## src/hdl/volley_pkg.sv

```systemverilog
`default_nettype none

package volley_pkg;

   // ========================================================================
   // Court geometry and game rules
   // ========================================================================
   localparam int POS_W = 12;
   localparam logic [POS_W-1:0] NET_LEFT = 12'd500;
   localparam logic [POS_W-1:0] NET_RIGHT = 12'd523;
   localparam logic [POS_W-1:0] GROUND_Y = 12'd750;

   localparam int SCORE_W = 4;
   localparam logic [SCORE_W-1:0] TARGET_DEFAULT = 4'd15;

   localparam int TOUCH_W = 3;
   localparam logic [TOUCH_W-1:0] TOUCH_LIMIT = 3'd4;

   // Hold-off timer counts down from HOLDOFF_CYCLES to zero
   localparam int HOLDOFF_CYCLES = 8;
   localparam int HOLD_W = $clog2(HOLDOFF_CYCLES + 1);

   // ========================================================================
   // Game types
   // ========================================================================
   typedef enum logic {PLAYER_ONE, PLAYER_TWO} player_t;

   typedef enum logic [1:0] {SIDE_ONE, SIDE_NET, SIDE_TWO} side_t;

   typedef struct packed {logic ground; side_t side;} court_t;

   typedef struct packed {logic [TOUCH_W-1:0] count; logic over_limit;} touch_t;

   typedef struct packed {logic valid; player_t winner;} point_t;

   typedef enum logic [1:0] {SERVE_WAIT, RALLY, POINT, MATCH_OVER} judge_state_t;

endpackage

`default_nettype wire

```

## src/hdl/judge_apb_pkg.sv

```systemverilog
`default_nettype none

package judge_apb_pkg;

   localparam int ADDR_W = 4;
   localparam int DATA_W = 32;

   // Register map
   localparam logic [ADDR_W-1:0] REG_CTRL = 4'h0;
   localparam logic [ADDR_W-1:0] REG_STATUS = 4'h4;
   localparam logic [ADDR_W-1:0] REG_SCORE = 4'h8;

   // CTRL fields
   localparam int CTRL_RESTART_BIT = 0;
   localparam int CTRL_TARGET_LSB = 4;

   // STATUS fields
   localparam int STATUS_STATE_LSB = 0;
   localparam int STATUS_SERVER_BIT = 2;
   localparam int STATUS_WINNER_BIT = 3;

   // SCORE fields
   localparam int SCORE_P1_LSB = 0;
   localparam int SCORE_P2_LSB = 8;

   typedef struct packed {
      logic psel;
      logic penable;
      logic pwrite;
      logic [ADDR_W-1:0] paddr;
      logic [DATA_W-1:0] pwdata;
   } apb_req_t;

   typedef struct packed {
      logic [DATA_W-1:0] prdata;
      logic pready;
      logic pslverr;
   } apb_rsp_t;

endpackage

`default_nettype wire

```

## src/hdl/court_monitor.sv

```systemverilog
`timescale 1ns/1ps
`default_nettype none

module court_monitor (
   input wire clk,
   input wire rst,
   input wire logic [volley_pkg::POS_W-1:0] ball_x,
   input wire logic [volley_pkg::POS_W-1:0] ball_y,
   output volley_pkg::court_t court
);

   volley_pkg::side_t side_d;
   logic ground_d;

   // Net zone includes both bounds
   always_comb begin
      if (ball_x < volley_pkg::NET_LEFT) begin
         side_d = volley_pkg::SIDE_ONE;
      end else if (ball_x > volley_pkg::NET_RIGHT) begin
         side_d = volley_pkg::SIDE_TWO;
      end else begin
         side_d = volley_pkg::SIDE_NET;
      end
   end

   assign ground_d = (ball_y >= volley_pkg::GROUND_Y);

   // The judge works on the position seen one cycle earlier
   always_ff @(posedge clk) begin
      if (rst) begin
         court.ground <= 1'b0;
         court.side <= volley_pkg::SIDE_ONE;
      end else begin
         court.ground <= ground_d;
         court.side <= side_d;
      end
   end

   // A known ball position must give a known, legal court status next cycle
   a_court_known: assert property (@(posedge clk) disable iff (rst)
      !$isunknown({ball_x, ball_y}) |=> !$isunknown(court) &&
      court.side inside {volley_pkg::SIDE_ONE, volley_pkg::SIDE_NET, volley_pkg::SIDE_TWO});

endmodule

`default_nettype wire

```

## src/hdl/touch_counter.sv

```systemverilog
`timescale 1ns/1ps
`default_nettype none

module touch_counter (
   input wire clk,
   input wire rst,
   input wire clear,
   input wire hit,
   input wire other_hit,
   output volley_pkg::touch_t touch
);

   logic [volley_pkg::TOUCH_W-1:0] count;
   logic [volley_pkg::HOLD_W-1:0] holdoff;
   logic accept;

   // Repeated contact inside the hold-off window is one touch
   assign accept = hit && (holdoff == '0);

   always_ff @(posedge clk) begin
      if (rst || clear || other_hit) begin
         count <= '0;
         holdoff <= '0;
      end else if (accept) begin
         if (count != volley_pkg::TOUCH_LIMIT) begin
            count <= count + 1'b1;
         end
         holdoff <= volley_pkg::HOLD_W'(volley_pkg::HOLDOFF_CYCLES);
      end else if (holdoff != '0) begin
         holdoff <= holdoff - 1'b1;
      end
   end

   assign touch.count = count;
   assign touch.over_limit = (count == volley_pkg::TOUCH_LIMIT);

   a_count_bound: assert property (@(posedge clk) disable iff (rst)
      count <= volley_pkg::TOUCH_LIMIT);

endmodule

`default_nettype wire

```

## src/hdl/rally_judge.sv

```systemverilog
`timescale 1ns/1ps
`default_nettype none

module rally_judge (
   input wire clk,
   input wire rst,
   input wire volley_pkg::court_t court,
   input wire logic [1:0] hit,
   input wire volley_pkg::touch_t touch_p1,
   input wire volley_pkg::touch_t touch_p2,
   input wire volley_pkg::player_t server,
   input wire match_won,
   input wire restart,
   output logic [1:0] hit_ok,
   output logic clear,
   output volley_pkg::point_t point,
   output volley_pkg::judge_state_t state,
   output logic touch_warn,
   output logic endgame
);

   logic decide;
   volley_pkg::player_t winner_d;

   // ========================================================================
   // Hit gating
   // ========================================================================
   always_comb begin
      hit_ok = 2'b00;
      if (state == volley_pkg::RALLY) begin
         hit_ok = hit;
      end else if (state == volley_pkg::SERVE_WAIT) begin
         // Only the server may open the rally
         if (server == volley_pkg::PLAYER_ONE) begin
            hit_ok = {1'b0, hit[0]};
         end else begin
            hit_ok = {hit[1], 1'b0};
         end
      end
   end

   // ========================================================================
   // Point rules
   // ========================================================================
   always_comb begin
      decide = 1'b0;
      winner_d = volley_pkg::PLAYER_ONE;
      if (touch_p1.over_limit) begin
         decide = 1'b1;
         winner_d = volley_pkg::PLAYER_TWO;
      end else if (touch_p2.over_limit) begin
         decide = 1'b1;
      end else if (court.ground) begin
         decide = 1'b1;
         case (court.side)
            volley_pkg::SIDE_ONE: winner_d = volley_pkg::PLAYER_TWO;
            volley_pkg::SIDE_TWO: winner_d = volley_pkg::PLAYER_ONE;
            // Net zone, the only nonzero count belongs to the last toucher
            default: winner_d = (touch_p1.count != '0) ? volley_pkg::PLAYER_TWO
                                                       : volley_pkg::PLAYER_ONE;
         endcase
      end
   end

   always_ff @(posedge clk) begin
      if (rst || restart) begin
         state <= volley_pkg::SERVE_WAIT;
         point <= '0;
      end else begin
         case (state)
            volley_pkg::SERVE_WAIT: begin
               if (hit_ok != 2'b00) state <= volley_pkg::RALLY;
            end
            volley_pkg::RALLY: begin
               if (decide) begin
                  state <= volley_pkg::POINT;
                  point.valid <= 1'b1;
                  point.winner <= winner_d;
               end
            end
            volley_pkg::POINT: begin
               point.valid <= 1'b0;
               state <= match_won ? volley_pkg::MATCH_OVER : volley_pkg::SERVE_WAIT;
            end
            default: state <= volley_pkg::MATCH_OVER;
         endcase
      end
   end

   // Counters start empty whenever the judge goes back to serve_wait
   assign clear = restart || (state == volley_pkg::POINT);

   assign touch_warn = (touch_p1.count == volley_pkg::TOUCH_LIMIT - 1'b1) ||
                       (touch_p2.count == volley_pkg::TOUCH_LIMIT - 1'b1);
   assign endgame = (state == volley_pkg::MATCH_OVER);

   a_one_hitter: assert property (@(posedge clk) disable iff (rst) !(hit[0] && hit[1]));

   a_point_state: assert property (@(posedge clk) disable iff (rst)
      point.valid == (state == volley_pkg::POINT));

endmodule

`default_nettype wire

```

## src/hdl/score_keeper.sv

```systemverilog
`timescale 1ns/1ps
`default_nettype none

module score_keeper (
   input wire clk,
   input wire rst,
   input wire volley_pkg::point_t point,
   input wire logic [volley_pkg::SCORE_W-1:0] target,
   input wire restart,
   output logic [volley_pkg::SCORE_W-1:0] score_p1,
   output logic [volley_pkg::SCORE_W-1:0] score_p2,
   output volley_pkg::player_t server,
   output volley_pkg::player_t last_winner,
   output logic match_won
);

   logic [volley_pkg::SCORE_W-1:0] next_score;

   // Score the winner is about to reach
   assign next_score = (point.winner == volley_pkg::PLAYER_ONE) ? score_p1 + 1'b1
                                                                : score_p2 + 1'b1;

   assign match_won = point.valid && (next_score == target);

   always_ff @(posedge clk) begin
      if (rst) begin
         score_p1 <= '0;
         score_p2 <= '0;
         server <= volley_pkg::PLAYER_ONE;
         last_winner <= volley_pkg::PLAYER_ONE;
      end else if (restart) begin
         // last_winner survives a restart so software can read who took the match
         score_p1 <= '0;
         score_p2 <= '0;
         server <= volley_pkg::PLAYER_ONE;
      end else if (point.valid) begin
         server <= point.winner;
         last_winner <= point.winner;
         if (point.winner == volley_pkg::PLAYER_ONE) begin
            score_p1 <= next_score;
         end else begin
            score_p2 <= next_score;
         end
      end
   end

endmodule

`default_nettype wire

```

## src/hdl/judge_regs.sv

```systemverilog
`timescale 1ns/1ps
`default_nettype none

module judge_regs (
   input wire clk,
   input wire rst,
   input wire judge_apb_pkg::apb_req_t apb_req,
   output judge_apb_pkg::apb_rsp_t apb_rsp,
   input wire volley_pkg::judge_state_t state,
   input wire volley_pkg::player_t server,
   input wire volley_pkg::player_t last_winner,
   input wire logic [volley_pkg::SCORE_W-1:0] score_p1,
   input wire logic [volley_pkg::SCORE_W-1:0] score_p2,
   output logic [volley_pkg::SCORE_W-1:0] target,
   output logic restart
);

   logic access;
   logic ctrl_wr;
   logic mapped;
   logic [volley_pkg::SCORE_W-1:0] wr_target;

   assign access = apb_req.psel && apb_req.penable;
   assign ctrl_wr = access && apb_req.pwrite && (apb_req.paddr == judge_apb_pkg::REG_CTRL);
   assign mapped = apb_req.paddr inside
      {judge_apb_pkg::REG_CTRL, judge_apb_pkg::REG_STATUS, judge_apb_pkg::REG_SCORE};
   assign wr_target = apb_req.pwdata[judge_apb_pkg::CTRL_TARGET_LSB +: volley_pkg::SCORE_W];

   always_ff @(posedge clk) begin
      if (rst) begin
         target <= volley_pkg::TARGET_DEFAULT;
         restart <= 1'b0;
      end else begin
         restart <= ctrl_wr && apb_req.pwdata[judge_apb_pkg::CTRL_RESTART_BIT];
         // A target of zero is meaningless and is ignored
         if (ctrl_wr && wr_target != '0) target <= wr_target;
      end
   end

   always_comb begin
      apb_rsp.prdata = '0;
      apb_rsp.pready = 1'b1;
      apb_rsp.pslverr = access && !mapped;
      if (access && !apb_req.pwrite) begin
         case (apb_req.paddr)
            judge_apb_pkg::REG_CTRL: begin
               apb_rsp.prdata[judge_apb_pkg::CTRL_TARGET_LSB +: volley_pkg::SCORE_W] = target;
            end
            judge_apb_pkg::REG_STATUS: begin
               apb_rsp.prdata[judge_apb_pkg::STATUS_STATE_LSB +: 2] = state;
               apb_rsp.prdata[judge_apb_pkg::STATUS_SERVER_BIT] = server;
               apb_rsp.prdata[judge_apb_pkg::STATUS_WINNER_BIT] = last_winner;
            end
            judge_apb_pkg::REG_SCORE: begin
               apb_rsp.prdata[judge_apb_pkg::SCORE_P1_LSB +: volley_pkg::SCORE_W] = score_p1;
               apb_rsp.prdata[judge_apb_pkg::SCORE_P2_LSB +: volley_pkg::SCORE_W] = score_p2;
            end
            default: apb_rsp.prdata = '0;
         endcase
      end
   end

   // Access phase must follow a setup phase of the same transfer
   a_apb_setup: assert property (@(posedge clk) disable iff (rst)
      $rose(apb_req.penable) |-> apb_req.psel && $past(apb_req.psel && !apb_req.penable));

endmodule

`default_nettype wire

```

## src/hdl/volley_judge_top.sv

```systemverilog
`timescale 1ns/1ps
`default_nettype none

module volley_judge_top (
   input wire clk,
   input wire rst,
   input wire logic [volley_pkg::POS_W-1:0] ball_x,
   input wire logic [volley_pkg::POS_W-1:0] ball_y,
   input wire logic [1:0] hit,
   input wire judge_apb_pkg::apb_req_t apb_req,
   output judge_apb_pkg::apb_rsp_t apb_rsp,
   output volley_pkg::point_t point,
   output logic touch_warn,
   output logic endgame
);

   volley_pkg::court_t court;
   volley_pkg::touch_t touch_p1;
   volley_pkg::touch_t touch_p2;
   volley_pkg::player_t server;
   volley_pkg::player_t last_winner;
   volley_pkg::judge_state_t state;
   logic [1:0] hit_ok;
   logic clear;
   logic match_won;
   logic restart;
   logic [volley_pkg::SCORE_W-1:0] score_p1;
   logic [volley_pkg::SCORE_W-1:0] score_p2;
   logic [volley_pkg::SCORE_W-1:0] target;

   court_monitor u_court (.clk, .rst, .ball_x, .ball_y, .court);

   // Each player's count is wiped by the opponent's accepted hit
   touch_counter u_touch_p1 (.clk, .rst, .clear, .hit(hit_ok[0]), .other_hit(hit_ok[1]),
                             .touch(touch_p1));
   touch_counter u_touch_p2 (.clk, .rst, .clear, .hit(hit_ok[1]), .other_hit(hit_ok[0]),
                             .touch(touch_p2));

   rally_judge u_judge (.clk, .rst, .court, .hit, .touch_p1, .touch_p2, .server,
                        .match_won, .restart, .hit_ok, .clear, .point, .state,
                        .touch_warn, .endgame);

   score_keeper u_score (.clk, .rst, .point, .target, .restart, .score_p1, .score_p2,
                         .server, .last_winner, .match_won);

   judge_regs u_regs (.clk, .rst, .apb_req, .apb_rsp, .state, .server, .last_winner,
                      .score_p1, .score_p2, .target, .restart);

endmodule

`default_nettype wire

```

## config.mk

```make
export PLATFORM = sky130hd
export DESIGN_NAME = volley_judge_top
export DESIGN_NICKNAME = d
export VERILOG_FILES = /design/src/hdl/volley_pkg.sv /design/src/hdl/judge_apb_pkg.sv /design/src/hdl/court_monitor.sv /design/src/hdl/touch_counter.sv /design/src/hdl/rally_judge.sv /design/src/hdl/score_keeper.sv /design/src/hdl/judge_regs.sv /design/src/hdl/volley_judge_top.sv
export SDC_FILE = /design/constraint.sdc
export NUM_CORES = 1
export LEC_CHECK = 0
export BUFFER_PORTS_ARGS = -buffer_cell sky130_fd_sc_hd__buf_4
export CORE_ASPECT_RATIO = 0.9
export CORE_MARGIN = 2
export CORE_UTILIZATION = 46
export DETAILED_ROUTE_END_ITERATION = 10
export PLACE_DENSITY = 0.8
export REMOVE_ABC_BUFFERS = 1
export SYNTH_ARGS = -nofsm -noshare
export SYNTH_HDL_FRONTEND = slang
export SYNTH_SLANG_ARGS = --single-unit
```

## constraint.sdc

```tcl
create_clock -name clk -period 3.1 [get_ports clk]
set_input_delay 0.62 -clock clk [delete_from_list [all_inputs] [get_ports clk]]
set_output_delay 0.62 -clock clk [all_outputs]
set_load 0.03 [all_outputs]
```

== Yosys cells after proc, flatten, opt, wreduce, memory -nomap -nowiden ==
Index checks and enable logic that the tools add are counted.
Word-level totals
  register bits: 36
  logic and storage cells: 114
  output and inout port bits: 38
Cells by class
  reduce and logical (&&, ||, !) cells: 44
  bitwise logic cells: 2
  multiplexer cells: 27
  order comparisons: 3
  equal/unequal tests: 15
  $add $sub $neg: 6
Operators by type and width (number)
  4-bit 2-to-1 mux: 7
  2-bit 2-to-1 mux: 8
  2-bit AND reduction: 8
  12-bit by 10-bit >= comparator with 1-bit output (second input constant): 1
  12-bit by 10-bit greater-than comparator with 1-bit output (second input constant): 1
  4-bit zero test: 3
  12-bit by 9-bit < comparator with 1-bit output (second input constant): 1
  12-bit 2-to-1 mux: 1
  4-bit nonzero test: 3
  1-bit logical AND: 10
  4-bit by 1-bit adder with 4-bit output (second input constant): 2
  4-bit one-hot mux with 2 select lines: 1
  2-bit nonzero test: 4
  2-bit OR reduction: 4
  4-bit by 1-bit subtractor with 4-bit output (second input constant): 2
  1-bit 2-to-1 mux: 7
  3-bit by 1-bit adder with 3-bit output (second input constant): 2
  2-bit equality test (second input constant): 3
  3-bit by 2-bit equality test with 1-bit output (second input constant): 2
  3-bit equality test (second input constant): 2
  1-bit logical OR: 6
  3-bit != test (second input constant): 2
  2-bit one-hot mux with 3 select lines: 1
  3-bit nonzero test: 2
  other kinds (10): 14

== Longest topological paths before layout ==
Gate-level depths: netlist of the first run.
  depth after elaboration: 8
  depth in mapped cells: 7
  depth with buffers taken out: 7

== Modules after synthesis ==
A second synthesis of the first run with hierarchy kept.
Second synthesis, totals
  cells, all modules: 268
  area total of the unflattened synthesis: 2299.7 µm²
Modules (own cells, without submodules)
  touch_counter: area each 395.4 µm², cells each 47, seq. area each 140.1 µm², times used 2
  score_keeper: area each 553.0 µm², cells each 61, seq. area each 200.2 µm², times used 1
  judge_regs: area each 511.7 µm², cells each 62, seq. area each 100.1 µm², times used 1
  rally_judge: area each 277.8 µm², cells each 33, seq. area each 80.1 µm², times used 1
  court_monitor: area each 166.4 µm², cells each 18, seq. area each 60.1 µm², times used 1

== Least setup slack after synthesis of the first run ==
No wires, ideal clock.
  kind: reg2reg
  start point: register u_judge.point[0] (netlist name)
  end point: register u_judge.state[0]
  cell stages (with the launch flop): 8
  period minus slack after synthesis: 2504 ps
  buffers on the path: 1
  path slack: 596 ps
  arrival time: 2438 ps
  setup time: 66 ps
  path through: dfxtp_1 -> clkbuf_1 -> mux2_2 -> ha_1 -> xnor2_1 -> nand3_1 -> or4_4 -> a21oi_2
On the way
  word-level cells in the longest chain between the ends: 5
RTL lines
  4-bit 2-to-1 mux: line score_keeper.sv:20  | assign next_score = (point.winner == volley_pkg::PLAYER_ONE) ? score_p1 + 1'b1
  net u_score.next_score (one bit): line score_keeper.sv:17  | logic [volley_pkg::SCORE_W-1:0] next_score;
  4-bit equality test: line score_keeper.sv:23  | assign match_won = point.valid && (next_score == target);
  1-bit logical AND: line score_keeper.sv:23
  2-bit 2-to-1 mux: line rally_judge.sv:83  | state <= match_won ? volley_pkg::MATCH_OVER : volley_pkg::SERVE_WAIT;
  2-bit one-hot mux with 3 select lines: line rally_judge.sv:70  | case (state)
  end signal, assigned: line rally_judge.sv:72  | if (hit_ok != 2'b00) state <= volley_pkg::RALLY;
  end signal, assigned: line rally_judge.sv:83
  end signal, assigned: line rally_judge.sv:85  | default: state <= volley_pkg::MATCH_OVER;
  end, declared: line rally_judge.sv:17  | output volley_pkg::judge_state_t state,
The timed path passes the listed nets, and every way through them passes these cells.
A chain may end at the register's enable or synchronous reset.

==> impl_metrics.json, run 1 <==
{
  "cts_tree": "done",
  "power_w": 0.001297,
  "synth_area_um2": 2126,
  "max_cap_violations": 0,
  "min_period_ns": 2.524,
  "drive_above_1_share_pct": 22.19,
  "wl_per_cell_um": 11.55,
  "io_pins": 105,
  "worstMarginPinSlew_ns": 0.6732,
  "grt_pass1_vias": 1558,
  "drc": 0,
  "arrival_ns": 1.90,
  "finish.instance_area_um2": 2604,
  "synth-seq-cells": 36,
  "grt_usage_pct": 17.11,
  "ys_warn_count": 0,
  "grt_max_degree": 15,
  "startpoint": "apb_req[33]",
  "pwr_density_cell_nw_per_um2": 498.0,
  "dieHeight_um": 68.49,
  "synthCells": 258,
  "setup_violations": 0,
  "drt_iter0_drc": 100,
  "synth-edff-count": 0,
  "rsz0062_at_grt": "false",
  "diodes": 0,
  "status": "finished clean",
  "gp_congestion": 0.7803,
  "min-delay-start": "u_touch_p2.count[2]",
  "avgSynthCellArea_um2": 8.239,
  "cp_common_cell": "buf_4",
  "async_reset_ff_share_pct": 0,
  "period_share_pct": 81.41,
  "antenna_found_initial": 0,
  "ant_nets": 0,
  "nFillCells": 405,
  "cts_setup_buffers": 0,
  "hold_viol": 0,
  "worstSetupPathType": "input port to output pin",
  "syn_to_final_growth_pct": 22.48,
  "synth_seq_area_share_pct": 33.90,
  "grt_pass1_wl_mm": 6.837,
  "viasPerCell": 5.083,
  "vias": 1896,
  "die_w_um": 75.66,
  "slowest_delay_ns": 0.61,
  "place_inst": 365,
  "power_switching_w": 0.0003989,
  "maxSlewViolCount": 0,
  "die-area_um2": 5182,
  "internal_power_w": 0.0008977,
  "hp-class": "register to register",
  "placed_area_um2": 2496,
  "cts.repair.resized": 0,
  "crit_fanout": 5,
  "max_freq_mhz": 396.2,
  "nets": 386,
  "h-tree-depth": 2,
  "endpoint_kind": "output pin",
  "p_seq_share_pct": 42.1,
  "swShare_pct": 30.77,
  "cts_sinks": 36,
  "worstSetupStartpointType": "input port",
  "start_util_pct": 47.66,
  "critPathTopFamily": "simple AND/OR/NAND/NOR gates",
  "reg2reg_depth": 6,
  "hold_depth": 2,
  "setup_tns_ns": 0,
  "slowest_stage": "or4_1",
  "p_leak_nw": 1.094,
  "reg2reg_from": "u_judge.point[0]",
  "cts_buffers": 5,
  "core_um2": 4461,
  "vdd_drop_max_mv": 0.2304,
  "clkTransAtPathRegs_ns": 0.06,
  "layout_common_cells": "buf_4, dfxtp_1, nor2_1",
  "overflow": 0,
  "crit_buf_inv": 2,
  "clockPowerShare_pct": 30.7,
  "worstSkewPairLatency_ns": 0.29,
  "std_cell_rows": 23,
  "crit_cells": 5,
  "numPortBuffers": 53,
  "fin_util_pct": 58.37,
  "fin_worst_skew_ns": 0.006259,
  "worstPathRequired_ns": 2.48,
  "synth_ff_type": "dfxtp_1",
  "synthDistinctLibCells": 44,
  "wirelength_mm": 4.310,
  "drt_pass1_iterations": 4,
  "final_cells": 373,
  "root_buffer": "clkbuf_8",
  "place_hpwl_mm": 3.380,
  "final_common_cell": "buf_4",
  "relSlewSlack_pct": 54.53,
  "ctsHoldBuffers": 0,
  "combPwrFrac_pct": 27.2,
  "ctsLongestPathBuffers": 2,
  "path_cells": "buf_4, or4_1, nor2b_1, and2_1, buf_4"
}
layout make-up:
type	count	area (um^2)	share of cell area (%)
Multi-Input combinational cell	202	1251	48.05
Inverter	11	41.29	1.586
Clock buffer	6	72.57	2.787
Clock inverter	2	35.03	1.346
Sequential cell	36	720.7	27.68
Tap cell	62	77.57	2.979
Timing Repair Buffer	54	405.4	15.57
synth_stat cells, drive strengths merged, types with 2 or more instances:
cell type | count | area, um^2
a2111oi | 2 | 17.52
a211oi | 2 | 15.01
a21oi | 19 | 102.6
a221o | 3 | 30.03
a22oi | 4 | 30.03
a31oi | 4 | 25.02
and2 | 9 | 56.30
buf | 21 | 157.7
clkbuf | 7 | 26.28
conb | 2 | 7.510
dfxtp | 36 | 720.7
ha | 9 | 112.6
inv | 11 | 41.29
mux2 | 2 | 22.52
mux2i | 8 | 80.08
nand2 | 16 | 60.06
nand2b | 5 | 31.28
nand3 | 8 | 40.04
nand3b | 4 | 30.03
nand4 | 2 | 12.51
nor2 | 28 | 105.1
nor2b | 7 | 43.79
nor3b | 3 | 22.52
nor4 | 3 | 18.77
o211ai | 2 | 15.01
o21ai | 9 | 45.04
or2 | 3 | 18.77
or3 | 4 | 25.02
or4 | 2 | 18.77
xnor2 | 8 | 70.07
xor2 | 4 | 35.03
stage by stage:
step           setup slack (ns)  hold slack (ns)
3_5_place_dp             0.5692           0.4868
6_report                 0.5763           0.4959
4_1_cts                  0.5679           0.4874
3_3_place_gp             0.5707           0.4732
2_1_floorplan            0.7141           0.4549
5_1_grt                  0.5045           0.4856
worst min-delay path: stages (launching register included):
cell,delay (ns)
dfxtp_1,0.32
o21ai_0,0.07
a21oi_1,0.06
cell families after synthesis:
family / synth area share, %
buffers and inverters: 10.59
adders and majority gates: 5.297
DFF: 33.90
muxes: 4.826
AOI/OAI and AO/OA: 15.60
xor gates and xnor gates: 4.944
and+or+nand+nor: 24.49
other: 0.3533
layer usage:
layer	GRT usage, %	vias to the layer above	share of wire, %	wire (um)
li1	-	964	-	-
met1	21.47	864	45	1936
met2	28.70	62	47	2024
met3	4.215	6	6.5	281
met4	5.921	0	1.6	68
met5	0	-	0	0
path summary, 6_finish.rpt:
check / endpoint / slack (ns)
worst max-delay path: apb_rsp[12] / 0.58
worst min-delay path: u_touch_p2.count[2] / 0.50
worst max register to register: u_judge.state[0] / 0.97
worst min register to register: u_touch_p2.count[2] / 0.50
state kept, by name (all words and copies together), names as in the netlist:
| signal | flops |
|---|---|
| u_judge.point | 2 |
| u_judge.state | 2 |
| u_score.server | 1 |
| u_touch_p2.holdoff | 4 |
| u_regs.restart | 1 |
| u_touch_p1.count | 3 |
| u_court.court | 3 |
| u_touch_p1.holdoff | 4 |
| u_score.score_p2 | 4 |
| u_score.last_winner | 1 |
| u_regs.target | 4 |
| u_score.score_p1 | 4 |
| u_touch_p2.count | 3 |
power by group through the flow:
| stage | registers [W] | logic, W | clock network, W |
|---|---|---|---|
| 4_1_cts | 0.000544 | 0.000352 | 0.000410 |
| 2_1_floorplan | 0.000549 | 0.000257 | 0 |
| 5_1_grt | 0.000550 | 0.000386 | 0.000426 |
| 3_3_place_gp | 0.000552 | 0.000339 | 0 |
| 6_report | 0.000545 | 0.000353 | 0.000398 |
| 3_5_place_dp | 0.000555 | 0.000349 | 0 |
Power figures use the tool's default switching activity.
==> inputs of run 2 (changes only) <==
Clock period 3.1 ns to 2.6 ns, I/O delays scaled along.
==> run 2 against run 1 <==
Net effect:
- routed wire length is 1.3% lower
- non-clock buffer count unchanged
- final cell count unchanged
- die area unchanged
- setup slack worse by 0.32 ns
- critical path type unchanged
- critical endpoint unchanged
- largest cell class unchanged
==> impl_metrics.json, run 2 (synthesis gave the netlist of run 1 again) <==
{
  "status": "finished clean",
  "period_share_pct": 90.28,
  "worstSetupStartpointType": "input port",
  "grt_pass1_wl_mm": 6.872,
  "diodes": 0,
  "crit_fanout": 5,
  "hold_viol": 0,
  "gp_congestion": 0.8461,
  "antenna_found_initial": 0,
  "drt-met1-wl_mm": 1.954,
  "wirelength_mm": 4.253,
  "route.met3.wl_um": 284,
  "setup_violations": 0,
  "cp_common_cell": "buf_4",
  "nFillCells": 405,
  "hp-class": "input port to register",
  "h-tree-depth": 2,
  "root_buffer": "clkbuf_8",
  "slowest_delay_ns": 0.62,
  "worstMarginPinSlew_ns": 0.6003,
  "clockPowerShare_pct": 27.9,
  "die-area_um2": 5182,
  "cts_sinks": 36,
  "p_seq_share_pct": 43.7,
  "combPwrFrac_pct": 28.3,
  "internal_power_w": 0.0009975,
  "p_leak_nw": 1.090,
  "finish.instance_area_um2": 2589,
  "ctsLongestPathBuffers": 2,
  "setup_tns_ns": 0,
  "grt_usage_pct": 17.37,
  "drive_above_1_share_pct": 22.51,
  "start_util_pct": 47.66,
  "pre_cts_ws_ns": 0.2540,
  "final_common_cell": "buf_4",
  "overflow": 0,
  "core_um2": 4461,
  "place_hpwl_mm": 3.310,
  "cts_tree": "done",
  "min_period_ns": 2.347,
  "routed-wl-met2_mm": 1.953,
  "drt_pass1_iterations": 4,
  "max_freq_mhz": 426.0,
  "arrival_ns": 1.83,
  "pwr_density_cell_nw_per_um2": 572.6,
  "grt_max_degree": 15,
  "worstPathRequired_ns": 2.08,
  "std_cell_rows": 23,
  "fin_worst_skew_ns": 0.01038,
  "placed_area_um2": 2496,
  "maxSlewViolCount": 0,
  "ant_nets": 0,
  "cts_buffers": 5,
  "nets": 386,
  "crit_buf_inv": 2,
  "cts_setup_buffers": 0,
  "drt_iter0_drc": 46,
  "clkTransAtPathRegs_ns": 0.06,
  "setup_ws_ns": 0.2527,
  "power_switching_w": 0.0004848,
  "ctsHoldBuffers": 0,
  "relSlewSlack_pct": 59.45,
  "rsz0062_at_grt": "false",
  "top_layer": "met4",
  "critPathTopFamily": "simple AND/OR/NAND/NOR gates",
  "dieHeight_um": 68.49,
  "cts.repair.resized": 0,
  "layout_common_cells": "buf_4, dfxtp_1, nor2_1",
  "worstSetupPathType": "input port to output pin",
  "drc": 0,
  "wl_per_cell_um": 11.40,
  "swShare_pct": 32.71,
  "endpoint_kind": "output pin",
  "io_pins": 105,
  "worstSkewPairLatency_ns": 0.30,
  "max_cap_violations": 0,
  "grt_pass1_vias": 1610,
  "vdd_drop_max_mv": 0.2820,
  "vias": 1870,
  "slowest_stage": "or4_1",
  "viasPerCell": 5.013,
  "numPortBuffers": 53,
  "die_w_um": 75.66,
  "path_cells": "buf_4, or4_1, nor2b_1, and2_1, buf_4",
  "syn_to_final_growth_pct": 21.78
}
==> run 2: cell count changes in the layout (fill, tap and decap cells not counted), sizes merged <==
cell    before  now
clkinv       1    2
bufinv       1    0
==> run 2: power by group through the flow <==
stage / Sequential, W / Combinational (W) / Clock (W)
final: 0.000648 / 0.000420 / 0.000414
after CTS: 0.000647 / 0.000422 / 0.000420
after detailed placement: 0.000659 / 0.000420 / 0
after global routing: 0.000658 / 0.000469 / 0.000446
after floorplan: 0.000655 / 0.000307 / 0
after global placement: 0.000658 / 0.000405 / 0
==> run 2: final timing paths <==
check / startpoint / to / slack [ns] / cells after the start
worst max register to register: u_judge.point[0] / u_judge.state[0] / 0.47 / 6
worst min register to register: u_touch_p2.count[2] / u_touch_p2.count[2] / 0.50 / 2
worst min-delay path: ball_x[10] / u_court.court[0] / 0.40 / 2
worst max-delay path: apb_req[33] / apb_rsp[12] / 0.25 / 5
==> run 2: worst reg2reg max path, delay by kind of cell (launching register included) <==
kind / cells / cell delay (ns)
AND/OR/NAND/NOR: 2 / 0.60
flip-flops: 1 / 0.43
multiplexers: 1 / 0.40
adder cells (fa/ha/maj): 1 / 0.34
XOR/XNOR: 1 / 0.16
AO/OA/AOI/OAI: 1 / 0.14
==> run 2: cell type report <==
class	instances	area, um^2	share of cell area (%)
multi-input combinational	202	1251	48.33
clock inverter	2	10.01	0.3867
clock buffer	6	82.58	3.190
tap	62	77.57	2.997
timing repair buffer	54	405.4	15.66
inverter	11	41.29	1.595
sequential	36	720.7	27.84
==> run 2: metal layers <==
| metal | track usage, % | up-vias |
|---|---|---|
| met5 | 0 | - |
| li1 | - | 962 |
| met2 | 28.15 | 61 |
| met4 | 5.921 | 0 |
| met1 | 22.48 | 840 |
| met3 | 4.506 | 7 |
==> run 2: per-stage QoR <==
step           hold WS, ns  total power, W  utilization, %  instances
4_1_cts             0.3926        0.001490           58.04        373
3_3_place_gp        0.4771        0.001062           55.96        365
3_5_place_dp        0.4839        0.001079           55.96        365
5_1_grt             0.4032        0.001572           58.04        373
2_1_floorplan       0.4549       0.0009613               -        249
6_report            0.3996        0.001482           58.04        373
==> inputs of run 3 (changes only) <==
Settings changed: PLACE_DENSITY 0.8 to 0.85.
==> run 3 against run 2 <==
Net effect:
- global-route usage is 0.94 points higher
- setup slack improved by 0.025 ns
- non-clock buffer count is the same
- clock power rose by 3%
- core utilization rose by 0.084 points
- clock-buffer cell count increased by 1
- final cell count decreased by 0.27%
- total power is 1.2% higher
- sequential share of layout area barely moved
- hold slack worse by 0.0036 ns
- critical endpoint is now apb_rsp[10]
- register-to-register slack got worse by 0.03 ns
==> impl_metrics.json, run 3 (synthesis gave the netlist of run 1 again) <==
{
  "ctsLongestPathBuffers": 2,
  "diodes": 0,
  "maxSlewViolCount": 0,
  "overflow": 0,
  "cts_sinks": 36,
  "drive_above_1_share_pct": 22.26,
  "endpoint_kind": "output pin",
  "slowest_stage": "or4_1",
  "worstSetupStartpointType": "input port",
  "clkTransAtPathRegs_ns": 0.07,
  "cts_tree": "done",
  "fin_worst_skew_ns": 0.004373,
  "gp_congestion": 0.8224,
  "drt_pass1_iterations": 4,
  "final_common_cell": "buf_4",
  "setup_tns_ns": 0,
  "cts.repair.resized": 0,
  "path_cells": "buf_4, or4_1, nor2b_1, and2_1, buf_4",
  "place_inst": 365,
  "grt_usage_pct": 18.32,
  "hold-worst-slack_ns": 0.3960,
  "crit_fanout": 5,
  "root_buffer": "clkbuf_8",
  "place_hpwl_mm": 3.438,
  "p_leak_nw": 1.089,
  "max_freq_mhz": 430.6,
  "io_pins": 105,
  "slowest_delay_ns": 0.61,
  "final_cells": 372,
  "std_cell_rows": 23,
  "worstPathRequired_ns": 2.08,
  "grt_pass1_vias": 1683,
  "placed_area_um2": 2496,
  "die_w_um": 75.66,
  "cts_setup_buffers": 0,
  "viasPerCell": 5.089,
  "finish.instance_area_um2": 2592,
  "vdd_drop_max_mv": 0.2746,
  "antenna_found_initial": 0,
  "status": "finished clean",
  "core_um2": 4461,
  "arrival_ns": 1.80,
  "drt_iter0_drc": 81,
  "fin_util_pct": 58.12,
  "grt_max_degree": 15,
  "worstSetupPathType": "input port to output pin",
  "syn_to_final_growth_pct": 21.95,
  "hp-class": "input port to register",
  "nets": 386,
  "pwr_density_cell_nw_per_um2": 578.9,
  "setup_violations": 0,
  "wl_per_cell_um": 11.93,
  "relSlewSlack_pct": 53.82,
  "die-area_um2": 5182,
  "vias": 1893,
  "h-tree-depth": 2,
  "wirelength_mm": 4.439,
  "ctsHoldBuffers": 0,
  "cts_buffers": 5,
  "max_cap_violations": 0,
  "dieHeight_um": 68.49,
  "worstSkewPairLatency_ns": 0.29,
  "grt_pass1_wl_mm": 7.134,
  "ant_nets": 0,
  "hold_viol": 0,
  "numPortBuffers": 53,
  "cp_common_cell": "buf_4",
  "layout_common_cells": "buf_4, dfxtp_1, nor2_1",
  "start_util_pct": 47.66,
  "rsz0062_at_grt": "false",
  "worstMarginPinSlew_ns": 0.6837,
  "min_period_ns": 2.322,
  "drc": 0,
  "period_share_pct": 89.32
}
==> run 3: changes by cell type in the layout (fill, tap and decap cells not counted) <==
cell      previous run  this run
clkbuf_8             6         7
clkinv_2             2         0
==> run 3: layout make-up <==
cell class / instances / area (um^2)
flip-flops and latches: 36 / 720.7
repair buffers: 54 / 405.4
well taps: 62 / 77.57
multi-input cells: 202 / 1251
clock buffers: 7 / 96.34
inverters: 11 / 41.29
fillers: 415 / 1868
==> run 3: metal layers <==
layer | wire [um] | vias up | share of wire (%) | track usage, %
met5 | 0 | - | 0 | 0
met4 | 67 | 0 | 1.5 | 8.333
met3 | 279 | 6 | 6.3 | 5.378
met2 | 2201 | 65 | 50 | 31.41
met1 | 1890 | 862 | 43 | 21.06
li1 | - | 960 | - | -
==> run 3: final timing paths <==
check,from,endpoint,slack [ns],depth (start not counted)
max,apb_req[33],apb_rsp[10],0.28,5
min,ball_x[10],u_court.court[0],0.40,2
min reg2reg,u_score.score_p2[1],u_score.score_p2[1],0.50,2
max reg2reg,u_judge.point[0],u_judge.state[0],0.44,6
==> run 3: power by group <==
part           internal (W)  switching (W)  leakage, nW
registers          0.000601      0.0000506        0.293
clock network      0.000236       0.000189       0.0503
logic              0.000186       0.000239        0.746
total               0.00102       0.000478         1.09
==> run 3: metrics by stage <==
stage,setup WS (ns),power (W)
2_1_floorplan,0.2141,0.0009613
3_3_place_gp,0.2886,0.001059
3_5_place_dp,0.2696,0.001084
4_1_cts,0.2691,0.001516
5_1_grt,0.1879,0.001596
6_report,0.2778,0.001501
==> run 3: critical path: cells and delay by family <==
| kind | cells | cell delay, ns |
|---|---|---|
| buffers and inverters | 2 | 0.27 |
| and+or+nand+nor | 3 | 1.02 |
